[config.mk]
export PLATFORM = sky130hd
export DESIGN_NAME = mul_exec_top
export DESIGN_NICKNAME = d
export VERILOG_FILES = /design/src/common/mul_config_pkg.sv /design/src/common/mul_isa_pkg.sv /design/src/mul/mul_unit.sv /design/src/rtl/mul_exec_top.sv /design/src/rtl/mul_issue.sv /design/src/rtl/mul_writeback.sv
export SDC_FILE = /design/constraint.sdc
export NUM_CORES = 2
export LEC_CHECK = 0
export BUFFER_PORTS_ARGS = -buffer_cell sky130_fd_sc_hd__buf_2
export CAP_MARGIN = 20
export CORE_ASPECT_RATIO = 0.7
export CORE_MARGIN = 3
export CORE_UTILIZATION = 60
export DETAILED_ROUTE_END_ITERATION = 12
export PLACE_DENSITY_LB_ADDON = 0.2
export SYNTH_ARGS = -nofsm -noshare
export SYNTH_HDL_FRONTEND = slang
export SYNTH_SLANG_ARGS = --single-unit
export TNS_END_PERCENT = 20
[constraint.sdc]
create_clock -name clk -period 9.7 [get_ports clk]
set_input_delay 0.485 -clock clk [delete_from_list [all_inputs] [get_ports clk]]
set_output_delay 0.485 -clock clk [all_outputs]
set_load 0.01 [all_outputs]
[src/common/mul_config_pkg.sv]
////////////////////////////////////////////////////////////////////////////
// Sizing constants for the multiply execution slice
// Imported by the RTL modules and the testbench
////////////////////////////////////////////////////////////////////////////

package mul_config_pkg;

    ////////////////////////////////////////////////////////////////////////////
    // Data path

    // One RV32 register
    localparam int XLEN = 32;

    // Register number, x0..x31
    localparam int REG_ADDR_W = 5;

    ////////////////////////////////////////////////////////////////////////////
    // Id pool

    // Pool size, the top passes it down as MAX_INFLIGHT
    // At least 4 so the rotating ids never run dry at one issue per cycle
    localparam int DEFAULT_MAX_INFLIGHT = 4;

endpackage

[src/common/mul_isa_pkg.sv]
////////////////////////////////////////////////////////////////////////////
// RV32M encodings and the instruction word views
// Raw word and R-type fields share one union, decoded by the issue stage
////////////////////////////////////////////////////////////////////////////

package mul_isa_pkg;

    ////////////////////////////////////////////////////////////////////////////
    // Opcode and funct7

    localparam logic [6:0] OPCODE_OP     = 7'b0110011; // Reg-reg ALU ops
    localparam logic [6:0] FUNCT7_MULDIV = 7'b0000001; // M extension marker

    ////////////////////////////////////////////////////////////////////////////
    // funct3 codes of the multiply group

    localparam logic [2:0] MUL_FN3    = 3'b000;
    localparam logic [2:0] MULH_FN3   = 3'b001;
    localparam logic [2:0] MULHSU_FN3 = 3'b010;
    localparam logic [2:0] MULHU_FN3  = 3'b011;
    // DIV/DIVU/REM/REMU sit at 4..7, not handled here

    // Multiply kind, same order as funct3[1:0]
    typedef enum logic [1:0] {
        OP_MUL    = 2'b00, // Low half
        OP_MULH   = 2'b01, // High half, signed x signed
        OP_MULHSU = 2'b10, // High half, signed x unsigned
        OP_MULHU  = 2'b11  // High half, unsigned x unsigned
    } mul_op_e;

    ////////////////////////////////////////////////////////////////////////////
    // Instruction word

    // R-type layout, msb first
    typedef struct packed {
        logic [6:0] funct7; // [31:25]
        logic [4:0] rs2;    // [24:20]
        logic [4:0] rs1;    // [19:15]
        logic [2:0] funct3; // [14:12]
        logic [4:0] rd;     // [11:7]
        logic [6:0] opcode; // [6:0]
    } rtype_fields_t;

    // Same 32 bits, read as a raw word or as fields
    typedef union packed {
        logic [31:0]   raw;
        rtype_fields_t fields;
    } instr_word_u;

endpackage

[src/mul/mul_unit.sv]
////////////////////////////////////////////////////////////////////////////
// Pipelined 33x33 signed multiply with a result bank indexed by id
// Operands and product are registered and the bank is read by writeback
////////////////////////////////////////////////////////////////////////////

`timescale 1ns/1ps

module mul_unit
    import mul_config_pkg::*;
    import mul_isa_pkg::*;
#(
    parameter int  MAX_INFLIGHT = DEFAULT_MAX_INFLIGHT,
    localparam int ID_W         = $clog2(MAX_INFLIGHT)
) (
    input  logic                    clk,
    input  logic                    reset,

    // Issue side
    input  logic                    new_request,
    input  mul_op_e                 op,
    input  logic [XLEN-1:0]         rs1_data,
    input  logic [XLEN-1:0]         rs2_data,
    input  logic [ID_W-1:0]         instruction_id,
    input  logic [MAX_INFLIGHT-1:0] instruction_id_one_hot,

    // Writeback side
    input  logic [ID_W-1:0]         wb_id,
    output logic [MAX_INFLIGHT-1:0] done_next_cycle,
    output logic [XLEN-1:0]         wb_rd
);

    logic                    rs1_signed;
    logic                    rs2_signed;
    logic signed [XLEN:0]    rs1_ext;
    logic signed [XLEN:0]    rs2_ext;
    logic signed [XLEN:0]    rs1_r;
    logic signed [XLEN:0]    rs2_r;
    logic signed [2*XLEN+1:0] product;

    // Control pipeline with index 1 lined up with product
    logic                    mulh [1:0];
    logic [ID_W-1:0]         id   [1:0];
    logic [MAX_INFLIGHT-1:0] id_one_hot_done [1:0];

    logic [XLEN-1:0]         rd_bank [MAX_INFLIGHT-1:0];

    ////////////////////////////////////////////////////////////////////////////
    // Operand extension

    // rs1 signed for MULH and MULHSU
    // rs2 signed only for MULH
    // MUL keeps the same low half either way
    assign rs1_signed = op inside {OP_MULH, OP_MULHSU};
    assign rs2_signed = (op == OP_MULH);

    assign rs1_ext = {rs1_data[XLEN-1] & rs1_signed, rs1_data};
    assign rs2_ext = {rs2_data[XLEN-1] & rs2_signed, rs2_data};

    // Input and output registered multiply
    always_ff @(posedge clk) begin
        rs1_r   <= rs1_ext;       // End of issue cycle
        rs2_r   <= rs2_ext;
        product <= rs1_r * rs2_r; // End of next cycle
    end

    ////////////////////////////////////////////////////////////////////////////
    // Control following the data

    always_ff @(posedge clk) begin
        mulh[0] <= (op != OP_MUL);
        mulh[1] <= mulh[0];
        id[0]   <= instruction_id;
        id[1]   <= id[0];
    end

    // Done bits carry the strobe
    always_ff @(posedge clk) begin
        if (reset) begin
            id_one_hot_done[0] <= '0;
            id_one_hot_done[1] <= '0;
        end else begin
            id_one_hot_done[0] <= instruction_id_one_hot & {MAX_INFLIGHT{new_request}};
            id_one_hot_done[1] <= id_one_hot_done[0];
        end
    end

    ////////////////////////////////////////////////////////////////////////////
    // Result bank

    always_ff @(posedge clk) begin
        if (|id_one_hot_done[1]) begin
            rd_bank[id[1]] <= mulh[1] ? product[2*XLEN-1:XLEN] : product[XLEN-1:0];
        end
    end

    assign done_next_cycle = id_one_hot_done[1]; // Bank written on the coming edge
    assign wb_rd           = rd_bank[wb_id];

endmodule

[src/rtl/mul_exec_top.sv]
////////////////////////////////////////////////////////////////////////////
// Top level of the multiply execution slice
// Issue, multiply unit and writeback, result 3 cycles after issue
////////////////////////////////////////////////////////////////////////////

`timescale 1ns/1ps

module mul_exec_top
    import mul_config_pkg::*;
    import mul_isa_pkg::*;
#(
    parameter int  MAX_INFLIGHT = DEFAULT_MAX_INFLIGHT,
    localparam int ID_W         = $clog2(MAX_INFLIGHT)
) (
    input  logic                  clk,
    input  logic                  reset,

    // One R-type word per cycle with its operands
    input  logic                  instr_valid,
    input  instr_word_u           instr,
    input  logic [XLEN-1:0]       rs1_data,
    input  logic [XLEN-1:0]       rs2_data,

    // Retire strobe
    output logic                  result_valid,
    output logic [REG_ADDR_W-1:0] result_rd,
    output logic [XLEN-1:0]       result_data,

    output logic                  illegal_valid
);

    ////////////////////////////////////////////////////////////////////////////
    // Internal wiring

    logic                    new_request;
    mul_op_e                 op;
    logic [ID_W-1:0]         instruction_id;
    logic [MAX_INFLIGHT-1:0] instruction_id_one_hot;
    logic [REG_ADDR_W-1:0]   issue_rd;
    logic [MAX_INFLIGHT-1:0] done_next_cycle;
    logic [ID_W-1:0]         wb_id;
    logic [XLEN-1:0]         wb_rd;

    // Decode and id allocation
    mul_issue #(
        .MAX_INFLIGHT (MAX_INFLIGHT)
    ) i_issue (
        .clk                    (clk),
        .reset                  (reset),
        .instr_valid            (instr_valid),
        .instr                  (instr),
        .new_request            (new_request),
        .op                     (op),
        .instruction_id         (instruction_id),
        .instruction_id_one_hot (instruction_id_one_hot),
        .issue_rd               (issue_rd),
        .illegal_valid          (illegal_valid)
    );

    // Operands pass straight through to the multiplier
    mul_unit #(
        .MAX_INFLIGHT (MAX_INFLIGHT)
    ) i_mul_unit (
        .clk                    (clk),
        .reset                  (reset),
        .new_request            (new_request),
        .op                     (op),
        .rs1_data               (rs1_data),
        .rs2_data               (rs2_data),
        .instruction_id         (instruction_id),
        .instruction_id_one_hot (instruction_id_one_hot),
        .wb_id                  (wb_id),
        .done_next_cycle        (done_next_cycle),
        .wb_rd                  (wb_rd)
    );

    mul_writeback #(
        .MAX_INFLIGHT (MAX_INFLIGHT)
    ) i_writeback (
        .clk             (clk),
        .reset           (reset),
        .new_request     (new_request),
        .instruction_id  (instruction_id),
        .issue_rd        (issue_rd),
        .done_next_cycle (done_next_cycle),
        .wb_rd           (wb_rd),
        .wb_id           (wb_id),
        .result_valid    (result_valid),
        .result_rd       (result_rd),
        .result_data     (result_data)
    );

endmodule

[src/rtl/mul_issue.sv]
////////////////////////////////////////////////////////////////////////////
// Issue stage of the multiply slice
// Decodes one word per cycle, rejects non-multiply words, hands out ids
////////////////////////////////////////////////////////////////////////////

`timescale 1ns/1ps

module mul_issue
    import mul_config_pkg::*;
    import mul_isa_pkg::*;
#(
    parameter int  MAX_INFLIGHT = DEFAULT_MAX_INFLIGHT,
    localparam int ID_W         = $clog2(MAX_INFLIGHT)
) (
    input  logic                    clk,
    input  logic                    reset,

    input  logic                    instr_valid,
    input  instr_word_u             instr,

    output logic                    new_request,            // Same cycle as instr_valid
    output mul_op_e                 op,
    output logic [ID_W-1:0]         instruction_id,
    output logic [MAX_INFLIGHT-1:0] instruction_id_one_hot,
    output logic [REG_ADDR_W-1:0]   issue_rd,

    output logic                    illegal_valid           // One cycle after the word
);

    logic            opcode_ok;
    logic            funct7_ok;
    logic            funct3_ok;
    logic            is_mul;
    logic [ID_W-1:0] id_count; // Next id to hand out

    ////////////////////////////////////////////////////////////////////////////
    // Decode through the field view

    assign opcode_ok = (instr.fields.opcode == OPCODE_OP);
    assign funct7_ok = (instr.fields.funct7 == FUNCT7_MULDIV);
    // Divide/remainder codes fall outside this set
    assign funct3_ok = instr.fields.funct3 inside {MUL_FN3, MULH_FN3, MULHSU_FN3, MULHU_FN3};
    assign is_mul    = opcode_ok & funct7_ok & funct3_ok;

    always_comb begin
        case (instr.fields.funct3)
            MULH_FN3:   op = OP_MULH;
            MULHSU_FN3: op = OP_MULHSU;
            MULHU_FN3:  op = OP_MULHU;
            default:    op = OP_MUL;   // MUL, and don't care when illegal
        endcase
    end

    assign new_request = instr_valid & is_mul;
    assign issue_rd    = instr.fields.rd;

    ////////////////////////////////////////////////////////////////////////////
    // Rotating id pool

    always_ff @(posedge clk) begin
        if (reset) begin
            id_count <= '0;
        end else if (new_request) begin
            // Wrap after the last id
            if (id_count == ID_W'(MAX_INFLIGHT - 1)) begin
                id_count <= '0;
            end else begin
                id_count <= id_count + 1'b1;
            end
        end
    end

    assign instruction_id         = id_count;
    assign instruction_id_one_hot = MAX_INFLIGHT'(1) << id_count;

    ////////////////////////////////////////////////////////////////////////////
    // Illegal strobe

    always_ff @(posedge clk) begin
        if (reset) begin
            illegal_valid <= 1'b0;
        end else begin
            illegal_valid <= instr_valid & ~is_mul; // Nothing goes downstream
        end
    end

endmodule

[src/rtl/mul_writeback.sv]
////////////////////////////////////////////////////////////////////////////
// Writeback stage of the multiply slice
// Keeps rd per id, reads the result bank and emits the retire strobe
////////////////////////////////////////////////////////////////////////////

`timescale 1ns/1ps

module mul_writeback
    import mul_config_pkg::*;
#(
    parameter int  MAX_INFLIGHT = DEFAULT_MAX_INFLIGHT,
    localparam int ID_W         = $clog2(MAX_INFLIGHT)
) (
    input  logic                    clk,
    input  logic                    reset,

    // From issue
    input  logic                    new_request,
    input  logic [ID_W-1:0]         instruction_id,
    input  logic [REG_ADDR_W-1:0]   issue_rd,

    // From and to the multiply unit
    input  logic [MAX_INFLIGHT-1:0] done_next_cycle,
    input  logic [XLEN-1:0]         wb_rd,
    output logic [ID_W-1:0]         wb_id,

    // Retire strobe
    output logic                    result_valid,
    output logic [REG_ADDR_W-1:0]   result_rd,
    output logic [XLEN-1:0]         result_data
);

    logic [REG_ADDR_W-1:0] rd_table [MAX_INFLIGHT-1:0]; // Destination per id
    logic [ID_W-1:0]       done_id;
    logic [ID_W-1:0]       done_id_r;

    ////////////////////////////////////////////////////////////////////////////
    // Destination table

    always_ff @(posedge clk) begin
        if (new_request) begin
            rd_table[instruction_id] <= issue_rd;
        end
    end

    ////////////////////////////////////////////////////////////////////////////
    // Done id

    // One-hot to binary, at most one bit set
    always_comb begin
        done_id = '0;
        for (int i = 0; i < MAX_INFLIGHT; i++) begin
            if (done_next_cycle[i]) begin
                done_id = ID_W'(i);
            end
        end
    end

    // Same edge as the bank write
    always_ff @(posedge clk) begin
        done_id_r <= done_id;
    end

    always_ff @(posedge clk) begin
        if (reset) begin
            result_valid <= 1'b0;
        end else begin
            result_valid <= |done_next_cycle;
        end
    end

    assign wb_id       = done_id_r;
    assign result_data = wb_rd;               // Bank word for this id
    assign result_rd   = rd_table[done_id_r];

endmodule

==> results.cfg <==
[routing]
detail_route.vias_per_cell = 5.374
route.detailed.drc = 0
num_vias = 30702
route.detailed.wl_per_inst_um = 20.32
drt_pass1_iterations = 5
postRouteAntennaNets = 0
wl_um = 116100
drt_iter0_markers = 2109

[clock_tree]
cts_tree = yes
ctsLongestPathBuffers = 3
post_cts.resized_instances = 0
cts.repair_timing.setup_buffer_count = 0
cts-buffers-inserted = 29
cts-root-buf = clkbuf_16
clock_sinks = 298
cts_h_tree_depth = 1
clk-insertion-delay-late_ps = 620
clk_transition_reported_paths_ps = 70

[global_route]
antenna_found_initial = 3
most_crowded_layer_after_global_routing = met2
grt_overflow = 0
use_met2 = 0.4433
gr-usage-met3 = 0.1005
grt.total_usage = 0.2989
grt_pass1_wl_um = 188200
grtUsageMet1 = 0.4364
first_global_vias = 33564
pin_count_of_the_biggest_net_entering_global_routing = 38

[setup_path]
critical_path_peak_fanout = 24
critPathLaunchType = flip-flop
worst_setup_path_end_kind = flip-flop
rr_worst_depth = 26
worstPathRequired_ps = 10260
path_class = flip-flop to flip-flop
crit_arrival_ps = 9070

[logic_synthesis]
synth.avg_cell_area_um2 = 10.34
ys.warnings.count = 0
synth.largest_area_cell = fa_1
synth_async_sr_flop_share = 0
postSynthRegisterBits = 298
synth.yosys.seq_area_share = 0.1577
synthesis.area_mm2 = 0.04723
synth_cell_type_count = 62
synth_nets = 6010
area_share_of_the_largest_cell_type_after_synthesis = 0.4769
synth_top_flop_cell = dfxtp_1
synth.top_cells.by_count = fa_1, inv_1, nand2_1, and2_1, ha_1
yosys.cell_count.top_type = fa_1
post_synth_inst_count = 4568
synth-edff-count = 148
synth.top_cells.by_area = fa_1, edfxtp_1, inv_1

[floorplan]
top_level_ports = 138
core_footprint_mm2 = 0.07742
die_area_mm2 = 0.08217
chipWidth_um = 341.3
initial_utilization = 0.6100
die_h_um = 240.7
row_count = 85

[place]
number_of_buffer_cells_added_on_primary_ports = 127
finalWeightedCongestion = 0.9304
detailed_place_hpwl_um = 95540

[timing]
clock.fmax_mhz = 117.5
relSlewSlack = 0.1875
timing_hold_violations_final = 0
finalSetupViolations = 0
worst-slew-pin-transition_ps = 1217
timing.final.crit_share = 0.8777
maxSlewViolCount = 0
skew_ps = 31.91
rsz_0062_raised_after_global_routing = no
finalWorstPathRequiredPeriod_ps = 8513
setup-tns-final_ps = 0

[cells_and_area]
multi_input_comb_area_mm2 = 0.03482
finish.net_count = 6089
final-seq-area_mm2 = 0.007462
num-fill-cells = 6104
antenna_cells = 0
area_growth_pct = 7.124
drive_above_1_share = 0.07625

[min_path]
worstHoldPathCells = 1
hold_path.class = input port to flip-flop

[run]
max-cap-violations = 0

[run_status]
status = completed
==> sequential cells by signal, summed over array words and instances, names as in the netlist, 4 cells and up <==
register                    cells
i_mul_unit.rd_bank            128
i_mul_unit.product             64
i_mul_unit.rs1_r               33
i_mul_unit.rs2_r               33
i_writeback.rd_table           20
i_mul_unit.id_one_hot_done      8
i_mul_unit.id                   4
==> layout make-up <==
| cell class | count | share of cell area |
|---|---|---|
| repair buffers | 274 | 0.03833 |
| inverters | 1100 | 0.08161 |
| clock buffers | 43 | 0.01657 |
| well taps | 1044 | 0.02582 |
| flip-flops and latches | 298 | 0.1475 |
| clock inverters | 10 | 0.002003 |
| multi-input cells | 2944 | 0.6882 |
==> what timing repair did <==
item,in CTS,in global routing
endpoints found under the hold margin,64,0
endpoints found under the setup margin,0,0
hold buffers,64,0
==> per-stage QoR <==
| step | util | setup WS (ps) | std cells | hold WS [ps] | cell area [µm²] |
|---|---|---|---|---|---|
| finish | 0.6535 | 1187 | 5713 | 81.50 | 50590 |
| global placement | 0.6323 | 1262 | 5594 | 312.4 | 48960 |
| detailed placement | 0.6323 | 1200 | 5594 | 312.1 | 48960 |
| global route | 0.6535 | 693.3 | 5713 | 59.31 | 50590 |
| CTS | 0.6527 | 1196 | 5711 | 42.32 | 50540 |
| floorplan | - | 2097 | 4568 | 309.6 | 47230 |
==> per-layer routing <==
layer	vias to the layer above	share of wire	wire length (µm)
met5	-	0	0
met4	0	0.021	2442
met3	139	0.12	13470
met2	1294	0.43	49630
met1	15822	0.44	50560
li1	13447	-	-
==> path summary, 6_finish.rpt <==
check	from	endpoint	slack, ps
setup / recovery	i_mul_unit.rs1_r[32]$_DFF_P_	i_mul_unit.product[61]$_DFF_P_	1190
setup reg to reg	i_mul_unit.rs1_r[32]$_DFF_P_	i_mul_unit.product[61]$_DFF_P_	1190
hold reg to reg	i_mul_unit.id[0][0]$_DFF_P_	i_mul_unit.id[0][2]$_DFF_P_	320
hold / removal	instr[10]	i_writeback.rd_table[3][3]$_DFFE_PP_	80
==> kinds of logic (layout without fill, tap and decap cells) <==
group,count (synthesis),in the layout,synth area share
buf+inv,1326,1427,0.1054
mux,73,73,0.02612
flops,298,298,0.1577
compound gates,194,194,0.02652
xor+xnor,77,77,0.01428
fa+ha+maj,1343,1343,0.5346
simple gates,1257,1257,0.1353
==> cell usage in the layout, fill, tap and decap left out, drive strengths merged, types with 4 or more instances in the layout <==
master       instances
a211oi               5
a21o                37
a21oi               71
a31oi                7
and2               541
and3                 6
buf                210
clkbuf              43
dfxtp              150
dlygate4sd3         64
edfxtp             148
fa                1125
ha                 218
inv               1106
mux2                32
mux2i                4
mux4                37
nand2              564
nand2b              14
nand3               14
nand4               17
nor2                31
nor2b               40
nor3                 6
nor3b                4
o211ai               9
o21a                 5
o21ai               34
o21bai               7
or2                  6
xnor2               55
xor2                22
==> critical path, stage by stage (launching register included) <==
cell,delay (ps)
dfxtp_1,830
buf_4,390
and2_1,190
fa_1,400
inv_1,250
fa_1,510
inv_1,200
fa_1,490
inv_1,90
fa_1,760
inv_1,360
fa_1,570
fa_1,510
fa_1,490
inv_1,50
fa_1,470
inv_1,40
ha_1,350
a21o_1,200
a21o_1,160
a21oi_1,230
and3_1,200
a21oi_1,60
o21ai_2,120
o211a_1,210
mux2i_1,180
nand4b_1,110
Power is not shown: default switching activity piles up to over one toggle a cycle in this logic, so the estimate is an artifact.
